File: src/include/pce_cart_config.svh
`ifndef PCE_CART_CONFIG_SVH
`define PCE_CART_CONFIG_SVH

// console side byte address width
`define PCE_ROM_ADDR_W 22
// storage word address width, 8K words of 16 bits
`define PCE_MEM_ADDR_W 13
// storage word width
`define PCE_WORD_W 16
// download byte counter width, size in 4 KB pages is the top 12 bits
`define PCE_BYTE_CNT_W 24

// copier header length, also the test bit in the loaded length
`define PCE_HEADER_BYTES 512

// populous signature windows, low one for headerless images
`define PCE_POP_BASE_LO 24'h001F20
`define PCE_POP_BASE_HI 24'h002120

// signature words at window offsets 6, 8, 10 and 12
`define PCE_POP_SIG0 16'h4F50
`define PCE_POP_SIG1 16'h5550
`define PCE_POP_SIG2 16'h4F4C
`define PCE_POP_SIG3 16'h5355

`endif

File: src/verilog/pce_cart_pkg.sv
`default_nettype none

`include "pce_cart_config.svh"

package pce_cart_pkg;

  // one storage word
  typedef logic [`PCE_WORD_W-1:0] mem_word_t;

  // word address into cartridge storage
  typedef logic [`PCE_MEM_ADDR_W-1:0] mem_addr_t;

  // byte address as seen by the console
  typedef logic [`PCE_ROM_ADDR_W-1:0] rom_addr_t;

  // what the loader learned about the image
  typedef struct packed {
    logic        header_present;
    logic        populous;
    // loaded bytes / 4096
    logic [11:0] size_pages;
  } cart_info_t;

endpackage

`default_nettype wire

File: src/verilog/mem_bus_if.sv
`timescale 1ns/1ps
`default_nettype none

// one client's path to the shared cartridge storage
// four phase: req up, ack up, req down, ack down
interface mem_bus_if import pce_cart_pkg::*; ();

  logic      req;
  logic      ack;
  // high for a write, low for a read
  logic      we;
  mem_addr_t addr;
  mem_word_t wdata;
  // valid while ack is high on a read
  mem_word_t rdata;

  // the loader or the fetch unit
  modport client (
    output req,
    output we,
    output addr,
    output wdata,
    input  ack,
    input  rdata
  );

  // the side that owns the storage
  modport arbiter (
    input  req,
    input  we,
    input  addr,
    input  wdata,
    output ack,
    output rdata
  );

endinterface

`default_nettype wire

File: src/verilog/cart_loader.sv
`timescale 1ns/1ps
`default_nettype none

`include "pce_cart_config.svh"

module cart_loader import pce_cart_pkg::*; (
  input  logic       clk_sys_42_95,
  input  logic       rst_n,
  input  logic       cart_download,
  input  logic       ioctl_wr,
  input  mem_word_t  ioctl_dout,
  input  logic       byte_swap,
  output logic       ioctl_wait,
  output cart_info_t info,
  mem_bus_if.client  mem
);

  typedef enum logic [1:0] {ld_idle, ld_req, ld_drop} ld_state_t;

  localparam logic [`PCE_BYTE_CNT_W-1:0] pop_base_lo = `PCE_POP_BASE_LO;
  localparam logic [`PCE_BYTE_CNT_W-1:0] pop_base_hi = `PCE_POP_BASE_HI;

  ld_state_t                   state;
  logic                        dl_q;
  logic                        wr_q;
  logic [`PCE_BYTE_CNT_W-1:0]  byte_addr;
  // one flag per signature window, cleared on any mismatch
  logic [1:0]                  pop_ok;
  mem_word_t                   wdata_q;
  mem_word_t                   host_word;
  mem_word_t                   sig_expect;
  logic                        sig_slot;
  logic                        sig_window;
  logic                        dl_rise;
  logic                        wr_rise;

  // mirror bit order inside each byte
  function automatic mem_word_t bit_rev_bytes(input mem_word_t w);
    mem_word_t r;
    for (int i = 0; i < 8; i++) begin
      r[i]     = w[7-i];
      r[8+i]   = w[15-i];
    end
    return r;
  endfunction

  assign dl_rise   = cart_download & ~dl_q;
  // strobes only count during a download
  assign wr_rise   = ioctl_wr & ~wr_q & cart_download;
  assign host_word = byte_swap ? bit_rev_bytes(ioctl_dout) : ioctl_dout;

  // inside one of the two 16 byte windows
  assign sig_window = (byte_addr[`PCE_BYTE_CNT_W-1:4] == pop_base_lo[`PCE_BYTE_CNT_W-1:4]) ||
                      (byte_addr[`PCE_BYTE_CNT_W-1:4] == pop_base_hi[`PCE_BYTE_CNT_W-1:4]);

  // expected word per offset in the window
  always_comb begin
    sig_slot   = 1'b1;
    sig_expect = `PCE_POP_SIG0;
    case (byte_addr[3:0])
      4'd6:  sig_expect = `PCE_POP_SIG0;
      4'd8:  sig_expect = `PCE_POP_SIG1;
      4'd10: sig_expect = `PCE_POP_SIG2;
      4'd12: sig_expect = `PCE_POP_SIG3;
      default: sig_slot = 1'b0;
    endcase
  end

  always_ff @(posedge clk_sys_42_95) begin
    if (!rst_n) begin
      state      <= ld_idle;
      dl_q       <= 1'b0;
      wr_q       <= 1'b0;
      mem.req    <= 1'b0;
      ioctl_wait <= 1'b0;
      byte_addr  <= '0;
      pop_ok     <= 2'b11;
    end else begin
      dl_q <= cart_download;
      wr_q <= ioctl_wr;
      case (state)
        ld_idle: begin
          if (wr_rise) begin
            mem.req    <= 1'b1;
            // back-pressure until the write is fully done
            ioctl_wait <= 1'b1;
            state      <= ld_req;
            // address bit 13 picks the window
            if (sig_window && sig_slot && host_word != sig_expect)
              pop_ok[byte_addr[13]] <= 1'b0;
          end
        end
        ld_req: begin
          if (mem.ack) begin
            mem.req <= 1'b0;
            state   <= ld_drop;
          end
        end
        ld_drop: begin
          // wait for ack to fall, then next word
          if (!mem.ack) begin
            ioctl_wait <= 1'b0;
            byte_addr  <= byte_addr + `PCE_BYTE_CNT_W'd2;
            state      <= ld_idle;
          end
        end
        default: state <= ld_idle;
      endcase
      // new download restarts everything
      if (dl_rise) begin
        byte_addr <= '0;
        pop_ok    <= 2'b11;
      end
    end
  end

  // captured host word
  always_ff @(posedge clk_sys_42_95) begin
    if (state == ld_idle && wr_rise)
      wdata_q <= host_word;
  end

  assign mem.we    = 1'b1;
  assign mem.addr  = byte_addr[`PCE_MEM_ADDR_W:1];
  assign mem.wdata = wdata_q;

  // bit 9 set means a 512 byte copier header came along
  assign info = '{header_present: byte_addr[9],
                  populous:       pop_ok[byte_addr[9]],
                  size_pages:     byte_addr[`PCE_BYTE_CNT_W-1:12]};

  // a new request only once the previous ack has dropped
  req_after_ack_low: assert property (@(posedge clk_sys_42_95) disable iff (!rst_n)
    $rose(mem.req) |-> !mem.ack)
    else $error("loader raised req while ack still high");

endmodule

`default_nettype wire

File: src/flat_wrapper.sv
// flat-port wrapper written by rule: the top's interface ports become plain ports
module cart_loader_flat import pce_cart_pkg::*;
  (clk_sys_42_95, rst_n, cart_download, ioctl_wr, ioctl_dout, byte_swap, ioctl_wait, info, mem_req, mem_we, mem_addr, mem_wdata, mem_ack, mem_rdata);
  mem_bus_if mem_i ();
  input  logic clk_sys_42_95;
  input  logic rst_n;
  input  logic cart_download;
  input  logic ioctl_wr;
  input  mem_word_t ioctl_dout;
  input  logic byte_swap;
  output logic ioctl_wait;
  output cart_info_t info;
  output wire logic [$bits(mem_i.req)-1:0] mem_req;
  output wire logic [$bits(mem_i.we)-1:0] mem_we;
  output wire logic [$bits(mem_i.addr)-1:0] mem_addr;
  output wire logic [$bits(mem_i.wdata)-1:0] mem_wdata;
  input wire logic [$bits(mem_i.ack)-1:0] mem_ack;
  input wire logic [$bits(mem_i.rdata)-1:0] mem_rdata;
  assign mem_req = mem_i.req;
  assign mem_we = mem_i.we;
  assign mem_addr = mem_i.addr;
  assign mem_wdata = mem_i.wdata;
  assign mem_i.ack = mem_ack;
  assign mem_i.rdata = mem_rdata;
  cart_loader u_core (.clk_sys_42_95(clk_sys_42_95), .rst_n(rst_n), .cart_download(cart_download), .ioctl_wr(ioctl_wr), .ioctl_dout(ioctl_dout), .byte_swap(byte_swap), .ioctl_wait(ioctl_wait), .info(info), .mem(mem_i));
endmodule
File: config.mk
export PLATFORM = sky130hd
export DESIGN_NAME = cart_loader_flat
export DESIGN_NICKNAME = d
export VERILOG_FILES = /design/src/verilog/pce_cart_pkg.sv /design/src/verilog/mem_bus_if.sv /design/src/verilog/cart_loader.sv /design/src/flat_wrapper.sv
export VERILOG_INCLUDE_DIRS = /design/src /design/src/include
export SDC_FILE = /design/constraint.sdc
export NUM_CORES = 1
export LEC_CHECK = 0
export BUFFER_PORTS_ARGS = -buffer_cell sky130_fd_sc_hd__buf_2
export CAP_MARGIN = 20
export CORE_UTILIZATION = 50
export DETAILED_ROUTE_END_ITERATION = 7
export PLACE_DENSITY = 0.8
export SYNTH_ARGS = -nofsm -noshare
export SYNTH_HDL_FRONTEND = slang
export SYNTH_SLANG_ARGS = --single-unit
export TNS_END_PERCENT = 20
File: constraint.sdc
create_clock -name clk_sys_42_95 -period 2.9 [get_ports clk_sys_42_95]
set_input_delay 0.29 -clock clk_sys_42_95 [delete_from_list [all_inputs] [get_ports clk_sys_42_95]]
set_output_delay 0.29 -clock clk_sys_42_95 [all_outputs]
set_load 0.02 [all_outputs]
# --- Word level (Yosys, flattened, before mapping) ---
# Index checks and enable logic that the tools add are counted.
op_classes:
  n_reduce_logical: 15
  order_cmp: 3
  n_eq_ne: 12
  mux: 16
  bitwise: 9
  addsub: 1
op_table:
  columns: ["op", "n"]
  rows:
  - ["one-hot mux 13 bit (3 select lines)", 1]
  - ["adder 24 x 2 -> 24 bit, second input constant", 1]
  - ["equality test 20 x 10 -> 1 bit, second input constant", 1]
  - ["equality test 20 x 9 -> 1 bit, second input constant", 1]
  - ["two-way mux 16 bit", 1]
  - ["!= test 16 x 15 -> 1 bit", 1]
  - ["equality test 4 bit, second input constant", 3]
  - ["AND reduction 3 bit", 4]
  - ["two-way mux 1 bit", 7]
  - ["two-way mux 2 bit", 3]
  - ["one-hot mux 2 bit (3 select lines)", 1]
  - ["equality test 4 x 3 -> 1 bit, second input constant", 1]
  - ["logical AND 1 bit", 4]
  - ["< comparator 1 x 2 -> 1 bit, second input constant", 2]
  - ["!= test 2 bit, second input constant", 2]
  - ["inverter 1 bit", 4]
  - ["one-hot mux 1 bit (2 select lines)", 2]
  - ["nonzero test 2 bit", 2]
  - ["OR reduction 4 bit", 1]
  - ["bitwise AND 1 bit", 3]
  - ["bitwise AND 2 bit", 1]
  - ["equality test 2 x 1 -> 1 bit, second input constant", 1]
  - ["equality test 2 bit, second input constant", 1]
  - ["logical NOT 2 bit", 1]
  - ["other kinds (7)", 7]
word_totals:
  elab_cells: 64
  input_bits: 38
  out_inout_bits: 46
  ff_bits: 48

# --- Depth between registers and ports, before layout ---
# Gate-level depths: netlist of run 1.
depth:
  word_depth: 6
  ltp_mapped: 8

# --- Least setup slack after synthesis of run 1 ---
# No wires, ideal clock.
synth_path:
  kind: "flip-flop to flip-flop"
  from: "register u_core.wr_q"
  to: "register u_core.pop_ok[1]"
  setup_slack_ns: 0.498
  t_arrival_ns: 2.281
  setup_ns: 0.121
  stages_incl_launch_ff: 6
  path_buffers: 0
  path_cell_list: "dfxtp_1 nand3b_1 nor3_1 o2111ai_1 a41oi_2 a21oi_1"
synth_via:
  elab_chain_cells: 4
synth_rtl:
  columns: ["item", "line_no", "source"]
  rows:
  - ["from (decl)", "cart_loader.sv:25", "logic wr_q;"]
  - ["from (signal assigned)", "cart_loader.sv:80", "wr_q <= ioctl_wr;"]
  - ["inverter 1 bit", "cart_loader.sv:49", "assign wr_rise = ioctl_wr & ~wr_q & cart_download;"]
  - ["bitwise AND 1 bit (2 in a row)", "cart_loader.sv:49", null]
  - ["AND reduction 3 bit (no source line)", null, null]
  - ["to (signal assigned)", "cart_loader.sv:77", "pop_ok <= 2'b11;"]
  - ["to (signal, indexed assignment)", "cart_loader.sv:90", "pop_ok[byte_addr[13]] <= 1'b0;"]
  - ["to (signal assigned)", "cart_loader.sv:112", "pop_ok <= 2'b11;"]
  - ["to (decl)", "cart_loader.sv:28", "logic [1:0] pop_ok;"]
# Every way passes these cells.
# A chain may end at the register's enable or synchronous reset.

# --- Worst setup path in the final report of run 1 ---
layout_path:
  from: "register u_core.byte_addr[1]"
  to: "register u_core.pop_ok[1]"
layout_via:
  elab_chain_cells: 6
  word_cells_on_any_way: 11
  cone_classes: "eq/ne: 5; mux: 2; reduce/logical: 4"
layout_rtl:
  columns: ["item", "line_no", "source"]
  rows:
  - ["from (decl)", "cart_loader.sv:26", "logic [`PCE_BYTE_CNT_W-1:0] byte_addr;"]
  - ["from (signal assigned)", "cart_loader.sv:103", "byte_addr <= byte_addr + `PCE_BYTE_CNT_W'd2;"]
  - ["branches (longest 4 deep; another with != test 16 x 15 -> 1 bit)", null, null]
  - ["logical AND 1 bit *", "cart_loader.sv:89", "if (sig_window && sig_slot && host_word != sig_expect)"]
  - ["AND reduction 3 bit (no source line) *", null, null]
# Every way passes the cells marked *.

==> results of run 1 <==
[state kept, by name, indices dropped and copies added, names as in the netlist]
name and count:
u_core.mem.req 1, u_core.pop_ok 2, u_core.state 2, u_core.wr_q 1, u_core.ioctl_wait 1, u_core.byte_addr 23
u_core.dl_q 1, u_core.mem.wdata 16
[kinds of logic (layout without fill, tap and decap cells)]
kind of cell / count (synthesis) / in the layout
other: 1 / 1
adders and majority gates: 4 / 4
and+or+nand+nor: 106 / 106
buffers and inverters: 20 / 85
xor gates and xnor gates: 23 / 23
DFF: 47 / 47
AOI/OAI and AO/OA: 26 / 26
muxes: 15 / 15
[path summary, 6_finish.rpt]
check                       from          endpoint  depth (start not counted)
max          u_core.byte_addr[1]  u_core.pop_ok[1]                          8
min                     ioctl_wr       u_core.wr_q                          2
min reg2reg     u_core.pop_ok[0]  u_core.pop_ok[0]                          2
max reg2reg  u_core.byte_addr[1]  u_core.pop_ok[1]                          8
[cell usage in the layout (no fill, tap or decap), drive strengths merged, types with 2 or more instances in the layout]
cell,n
xnor2,7
o2111ai,2
a31oi,2
clkinv,3
o21ai,10
nor3b,2
and2,3
nor4,2
nor2b,2
and3,10
mux2,14
buf,69
nor3,6
dfxtp,31
ha,4
inv,8
nand4,5
nor4b,4
a21oi,6
clkbuf,5
nand3,10
nand2,14
nor2,33
or3,4
nand3b,4
xor2,16
edfxtp,16
and4,3
[worst reg2reg max path, delay by kind of cell, from the launching register on]
kind | cells | cell delay [ps]
buffers and inverters | 1 | 100
adders and majority gates | 1 | 270
DFF | 1 | 450
and+or+nand+nor | 3 | 540
AOI/OAI and AO/OA | 3 | 530
[per-stage QoR]
step                hold WS (ps)  setup WS (ps)  area, sq um  power [mW]
floorplan                  407.5          497.8         2425      0.8010
CTS                        202.1          962.1         2846       1.219
global route               199.4          794.5         2846       1.257
detailed placement         474.7          956.3         2763      0.8435
global placement           473.7          967.0         2763      0.8404
finish                     203.0          942.4         2846       1.211
[cell type report]
class,count,share of cell area [%]
clock inverters,3,0.5275
repair buffers,69,12.40
clock buffers,5,2.418
multi-input cells,175,42.64
inverters,8,1.055
well taps,52,2.286
flip-flops and latches,47,38.68
[routing by layer]
metal,vias to the layer above,GRT usage (%),share of wire (%)
li1,979,-,-
met1,866,26.58,47
met2,62,28.72,47
met3,4,5.204,5.3
met4,0,7.190,0.77
met5,-,0,0
[report_power, final]
group / internal [mW] / total (mW) / switching [mW]
combinational: 0.0515 / 0.124 / 0.0724
clock: 0.165 / 0.383 / 0.218
sequential: 0.699 / 0.704 / 0.00542
total: 0.916 / 1.21 / 0.296
==> flow_metrics.tcl, run 1 <==
set metrics [dict create \
    dp_hpwl_mm 3.377 \
    synth_top_family_by_area "simple AND/OR/NAND/NOR gates" \
    via_per_inst 5.323 \
    slowest_delay_ps 450 \
    end_kind "flop" \
    synth-seq-cells 47 \
    hold_violations 0 \
    syn_to_final_growth_pct 17.39 \
    dr.pass1.iters 4 \
    place_congestion 0.8008 \
    port_buffers 66 \
    yosysMostFrequentCell "nor2_1" \
    cts_buffer_depth 2 \
    ios 84 \
    setup_violations 0 \
    ys_top_cells_by_area "dfxtp_1, edfxtp_1, xor2_1, nor2_1, mux2_2" \
    fmax_mhz 510.8 \
    finalMaxSlewViolations 0 \
    leakage_nw 1.222 \
    synth.cell_area_sq_um 2425 \
    core_sq_um 4504 \
    place_inst 351 \
    hold_path_class "in2reg" \
    cts_setup_buffers 0 \
    rsz0062_at_grt "false" \
    synth_simple_gate_area_share_pct 24.72 \
    p_per_area_nw_per_um2 425.5 \
    start_util_pct 53.83 \
    hold_buffers 0 \
    clkLatencyLatePin_ps 300 \
    cts_buffers 5 \
    yosys_warnings 0 \
    cts_tree "done" \
    grt_usage_pct 19.20 \
    cts.sinks 47 \
    critPathBufInv 1 \
    cts.htree.levels 2 \
    peakVddDrop_mv 0.1939 \
    synthXorXnorAreaFrac_pct 8.308 \
    fillers 369 \
    dieArea_sq_um 5132 \
    regToRegSetupSlack_ps 940 \
    ys_types 47 \
    drive_gt1_share_pct 32.90 \
    cp_slowest_cell "dfxtp_1" \
    grt_pass1_wl_mm 7.741 \
    synth_fa_ha_area_share_pct 2.064 \
    drtIter0Drc 129 \
    arrival_ps 2200 \
    drv_cap 0 \
    startpoint_type "flop" \
    ys.flop_type "dfxtp_1" \
    final.min_clock_period_ps 1958 \
    final_util_pct 63.19 \
    yosysTopAreaCellShare_pct 25.59 \
    yosys.area.top_type "dfxtp_1" \
    post_cts_resized 0 \
    skew_ps 3.466 \
    die_w_microns 71.64 \
    synth-edff-count 16 \
    crit_family "simple AND/OR/NAND/NOR gates" \
    root_buffer "clkbuf_8" \
    synth_area_per_cell_sq_um 10.02 \
    synthMuxAreaShare_pct 7.534 \
    synth-compound-area-share_pct 7.069 \
    wl_mm 4.672 \
    netlist_instances 242 \
    die_y_microns 71.64 \
    final_cell_count_no_fill 359 \
    required_ps 3140 \
    rows 24 \
    wl_per_cell_microns 13.01 \
    multiInputGateArea_sq_um 1214 \
    critPathMaxFanout 7 \
    status "finished clean" \
    async_flop_share_pct 0 \
    grt_max_degree 27 \
    vias 1911 \
    diodes 0 \
    final-seq-area_sq_um 1101 \
    overflow 0 \
    drtAntennaViolNets 0 \
    ys_seq_area_share_pct 45.41 \
    crit_type "reg2reg" \
    path_cells "inv_1 -> ha_1 -> or3_1 -> nand2_1 -> nand3b_1 -> a32oi_1 -> a41oi_2 -> a21oi_1" \
    antenna_found_initial 0 \
    clk_pin_slew_ps 90 \
    final.period_utilization_pct 67.50 \
    drc 0 \
    ys_top_cells_by_count "nor2_1, dfxtp_1, edfxtp_1, xor2_1, nand2_1" \
    syn-num-nets 284 \
    finalSetupTns_ps 0 \
    grt_pass1_vias 1611 \
    fin_nets 348 \
]
(Power assumes the default switching activity.)
==> inputs of run 2 (changes only) <==
--- a/config.mk
+++ b/config.mk
@@ -8,9 +8,9 @@
 export LEC_CHECK = 0
 export BUFFER_PORTS_ARGS = -buffer_cell sky130_fd_sc_hd__buf_2
 export CAP_MARGIN = 20
-export CORE_UTILIZATION = 50
+export CORE_UTILIZATION = 45
 export DETAILED_ROUTE_END_ITERATION = 7
-export PLACE_DENSITY = 0.8
+export PLACE_DENSITY = 0.76
 export SYNTH_ARGS = -nofsm -noshare
 export SYNTH_HDL_FRONTEND = slang
 export SYNTH_SLANG_ARGS = --single-unit
==> constraint.sdc (replaced) <==
create_clock -name clk_sys_42_95 -period 1.7 [get_ports clk_sys_42_95]
set_input_delay 0.17 -clock clk_sys_42_95 [delete_from_list [all_inputs] [get_ports clk_sys_42_95]]
set_output_delay 0.17 -clock clk_sys_42_95 [all_outputs]
set_load 0.02 [all_outputs]
==> flow_metrics.tcl, run 2 (synthesis results as in run 1) <==
set metrics [dict create \
    status "finished clean" \
    setup_violations 0 \
    hold_violations 0 \
    clk_pin_slew_ps 90 \
    required_ps 1940 \
    fin_nets 371 \
    rows 26 \
    crit_type "reg2reg" \
    dp_hpwl_mm 3.732 \
    arrival_ps 1920 \
    slowest_delay_ps 400 \
    cts.htree.levels 2 \
    antenna_found_initial 0 \
    rr_worst_depth 8 \
    drv_cap 0 \
    reg2reg_from "u_core.byte_addr[1]" \
    end_kind "flop" \
    leakage_nw 1.360 \
    hold_depth 2 \
    critPathMaxFanout 4 \
    root_buffer "clkbuf_8" \
    skew_ps 11.25 \
    layout_commonest_cell "buf_2" \
    clkLatencyLatePin_ps 300 \
    ios 84 \
    finalPower_mw 2.215 \
    overflow 0 \
    final.min_clock_period_ps 1683 \
    wl_mm 5.119 \
    cts_buffer_depth 2 \
    path_cells "inv_4 -> ha_4 -> or3_4 -> nand2_2 -> nand3b_1 -> a32oi_1 -> a41oi_2 -> a21oi_2" \
    largest_register_ffs 23 \
    final_cell_mix "buf_2, nor2_1, dfxtp_1, buf_4" \
    drtIter0Drc 98 \
    grt_pass1_vias 1728 \
    finalMaxSlewViolations 0 \
    place_congestion 0.8995 \
    hold_path_class "in2reg" \
    top_register "u_core.byte_addr" \
    grt_pass1_wl_mm 7.859 \
    startpoint_type "flop" \
    worstHoldStart "ioctl_wr" \
    drive_gt1_share_pct 40.91 \
    core_sq_um 5140 \
    die_y_microns 75.41 \
    rsz0062_at_grt "true" \
    dr.pass1.iters 4 \
    cts_tree "done" \
    place_inst 390 \
    hold_end "u_core.wr_q" \
    grt_max_degree 26 \
    r2r_end "u_core.pop_ok[1]" \
    via_per_inst 5.095 \
    final.period_utilization_pct 98.99 \
    hold_buffers 0 \
    regToRegSetupSlack_ps 20 \
    peakVddDrop_mv 0.5187 \
    cp_slowest_cell "dfxtp_4" \
    cts.sinks 47 \
    wl_per_cell_microns 12.80 \
    fmax_mhz 594.3 \
    cts_buffers 5 \
    die_w_microns 75.41 \
    drtAntennaViolNets 0 \
    dieArea_sq_um 5686 \
    grt_usage_pct 18.37 \
    drc 0 \
    p_per_area_nw_per_um2 706.8 \
    final_cell_count_no_fill 400 \
    final_util_pct 60.98 \
    fillers 448 \
    vias 2038 \
    syn_to_final_growth_pct 29.26 \
    diodes 0 \
    port_buffers 66 \
    start_util_pct 47.18 \
]
-- run 2: through the flow --
step / TNS (ps) / hold WS [ps] / worst slack [ps] / area, sq um
after global placement: 0 / 395.4 / 15.83 / 2962
final: 0 / 94.59 / 17.23 / 3134
after global routing: -360.2 / 108.5 / -74.88 / 3134
after CTS: 0 / 91.08 / 1.424 / 3107
after detailed placement: -36.20 / 399.0 / -32.74 / 2962
after floorplan: -13.76 / 287.5 / -7.795 / 2449
-- run 2: how the worst max path moves through the flow --
| stage | startpoint | to | slack, ps |
|---|---|---|---|
| floorplan | u_core.byte_addr[9] | u_core.byte_addr[16] | -8 |
| global placement | u_core.byte_addr[2] | u_core.pop_ok[1] | 20 |
| detailed placement | u_core.byte_addr[2] | u_core.pop_ok[1] | -30 |
| CTS | u_core.byte_addr[1] | u_core.pop_ok[1] | 1 |
| global route | u_core.byte_addr[1] | u_core.pop_ok[1] | -70 |
| finish | u_core.byte_addr[1] | u_core.pop_ok[1] | 20 |
-- run 2: final cells by class --
class                           count  area, sq um  share of cell area [%]
Multi-Input combinational cell    175         1265                   40.36
Sequential cell                    47         1109                   35.37
Timing Repair Buffer               92        525.5                   16.77
Clock buffer                        7        107.6                   3.433
Tap cell                           70        87.58                   2.794
Inverter                            8        35.03                   1.118
Clock inverter                      1        5.005                  0.1597
-- run 2: power breakdown --
group / switching [mW] / total (mW) / leakage [nW] / internal (mW)
combinational: 0.130 / 0.228 / 0.900 / 0.0983
sequential: 0.00756 / 1.20 / 0.400 / 1.19
clock: 0.374 / 0.791 / 0.0594 / 0.417
total: 0.511 / 2.22 / 1.36 / 1.70
-- run 2: metal layers --
layer	wire (microns)	GRT usage [%]
met1	2308	22.52
met2	2537	31.55
met3	237	4.894
met4	34	5.761
met5	0	0
-- run 2: what timing repair did --
| item | 4_1_cts | 5_1_grt |
|---|---|---|
| resized for setup | 5 | 7 |
| pin swaps | 3 | 5 |
| buffers inserted | 2 | 0 |
| endpoints found under the setup margin | 2 | 9 |
-- run 2: worst max-delay path: cells and delay by family, from the launching register on --
family / cells / cell delay, ps
DFF: 1 / 400
AOI/OAI and AO/OA: 3 / 510
adders and majority gates: 1 / 150
and+or+nand+nor: 3 / 520
buffers and inverters: 1 / 50
==> inputs of run 3 (changes only) <==
--- a/config.mk
+++ b/config.mk
@@ -6,11 +6,12 @@
 export SDC_FILE = /design/constraint.sdc
 export NUM_CORES = 1
 export LEC_CHECK = 0
+export ABC_AREA = 1
 export BUFFER_PORTS_ARGS = -buffer_cell sky130_fd_sc_hd__buf_2
 export CAP_MARGIN = 20
-export CORE_UTILIZATION = 45
+export CORE_UTILIZATION = 46
 export DETAILED_ROUTE_END_ITERATION = 7
-export PLACE_DENSITY = 0.76
+export PLACE_DENSITY = 0.77
 export SYNTH_ARGS = -nofsm -noshare
 export SYNTH_HDL_FRONTEND = slang
 export SYNTH_SLANG_ARGS = --single-unit
==> flow_metrics.tcl, run 3 <==
set metrics [dict create \
    root_buffer "clkbuf_8" \
    start_util_pct 48.68 \
    final.min_clock_period_ps 1648 \
    rows 26 \
    rsz0062_at_grt "true" \
    dieArea_sq_um 5809 \
    layout_commonest_cell "nand2_1" \
    largest_register_ffs 23 \
    startpoint_type "flop" \
    netlist_instances 347 \
    grt_pass1_wl_mm 9.501 \
    synth_area_per_cell_sq_um 7.302 \
    cts.sinks 47 \
    fin_nets 463 \
    ys_seq_area_share_pct 43.46 \
    die_y_microns 76.22 \
    hold_violations 0 \
    final_util_pct 59.86 \
    drv_cap 0 \
    holdWs_ps 67.10 \
    p_per_area_nw_per_um2 691.8 \
    antenna_found_initial 0 \
    drc 0 \
    setup_violations 0 \
    end_kind "flop" \
    placed_area_sq_um 2953 \
    final_cell_mix "nand2_1, buf_2, inv_1, nor2_1, dfxtp_1" \
    peakVddDrop_mv 0.4114 \
    clk_pin_slew_ps 90 \
    yosys.area.top_type "dfxtp_1" \
    synth.cell_area_sq_um 2534 \
    dp_hpwl_mm 4.173 \
    path_cells "ha_2 -> nand3_2 -> nor2_4 -> nand3_2 -> or2_4 -> nor2_8 -> inv_2 -> o21ai_2 -> a21oi_2" \
    clkLatencyLatePin_ps 300 \
    yosys_warnings 0 \
    yosysMostFrequentCell "nand2_1" \
    wl_mm 5.614 \
    top_register "u_core.byte_addr" \
    via_per_inst 4.935 \
    skew_ps 6.215 \
    grt_usage_pct 19.97 \
    port_buffers 66 \
    ios 84 \
    fillers 508 \
    crit_type "reg2reg" \
    final.period_utilization_pct 96.94 \
    ys_top_cells_by_area "dfxtp_1, edfxtp_1, nand2_1, inv_1, nor2_1" \
    critPathMaxFanout 5 \
    wl_per_cell_microns 11.41 \
    dr.pass1.iters 5 \
    crit_family "simple AND/OR/NAND/NOR gates" \
    ys_top_cells_by_count "nand2_1, inv_1, nor2_1, dfxtp_1" \
    fmax_mhz 606.8 \
    drtIter0Drc 183 \
    arrival_ps 1850 \
    core_sq_um 5205 \
    grt_max_degree 22 \
    grt_pass1_vias 2169 \
    die_w_microns 76.22 \
    place_congestion 0.8125 \
    drtAntennaViolNets 0 \
    synth-edff-count 16 \
    diodes 0 \
    overflow 0 \
    cp_slowest_cell "dfxtp_4" \
    required_ps 1900 \
    synth-seq-cells 47 \
    leakage_nw 1.477 \
    finalMaxSlewViolations 0 \
    hold_path_class "in2reg" \
    drive_gt1_share_pct 29.15 \
    ys.flop_type "dfxtp_1" \
    cts_buffer_depth 2 \
    syn_to_final_growth_pct 22.96 \
    syn-num-nets 389 \
    yosysTopAreaCellShare_pct 24.49 \
    vias 2428 \
    ys_types 35 \
    critPathBufInv 1 \
    cts.htree.levels 2 \
    slowest_delay_ps 380 \
    path_common_cell "nand3_2" \
    cts_buffers 5 \
    status "finished clean" \
    cts_tree "done" \
    async_flop_share_pct 0 \
    fin_area_sq_um 3115 \
]
-- run 3: stage by stage --
step	TNS [ps]	instances	power [mW]	worst slack [ps]
after floorplan	0	347	1.369	83.17
after global placement	0	481	1.439	66.21
after detailed placement	0	481	1.444	10.68
after CTS	0	489	2.170	11.98
after global routing	-64.41	492	2.244	-33.37
final	0	492	2.155	51.95
-- run 3: final cells by class --
type	count	area [sq um]	area share (%)
multi-input cells	232	1187	38.11
flip-flops and latches	47	1109	35.58
repair buffers	77	412.9	13.25
inverters	58	217.7	6.988
clock buffers	8	101.3	3.253
well taps	70	87.58	2.811
-- run 3: final timing paths --
path                          end  slack, ps  depth (start not counted)           startpoint
max          u_core.byte_addr[21]         50                          9  u_core.byte_addr[2]
min                   u_core.wr_q         70                          3             ioctl_wr
max reg2reg  u_core.byte_addr[21]         50                          9  u_core.byte_addr[2]
min reg2reg      u_core.pop_ok[0]        450                          2     u_core.pop_ok[0]
-- run 3: worst min-delay path, cell delays in order --
cell and delay (ps):
buf_2 80, nand2_1 40, inv_1 40
-- run 3: what timing repair did --
action	4_1_cts	5_1_grt
pin swaps	0	2
buffers inserted	0	3
gates resized for setup	1	14
endpoints found under the setup margin	1	7
hold buffers	0	0
-- run 3: kinds of logic (layout without fill, tap and decap cells) --
| family | after synthesis | after routing | synth area share, % |
|---|---|---|---|
| simple gates | 171 | 171 | 31.11 |
| buf+inv | 68 | 143 | 11.01 |
| compound gates | 52 | 52 | 10.91 |
| flops | 47 | 47 | 43.46 |
| fa+ha+maj | 4 | 4 | 1.975 |
| xor+xnor | 4 | 4 | 1.383 |
| other cells | 1 | 1 | 0.1480 |
-- run 3: metal layers --
metal	GRT usage [%]	up-vias	part of all wire [%]
li1	-	1245	-
met1	24.87	1088	43
met4	5.000	0	1.5
met3	4.431	8	6.7
met5	0	-	0
met2	34.77	87	48
-- run 3: power breakdown --
group / leakage [nW] / internal (mW) / switching [mW]
clock: 0.0545 / 0.377 / 0.361
sequential: 0.401 / 1.19 / 0.00753
combinational: 1.02 / 0.0756 / 0.144
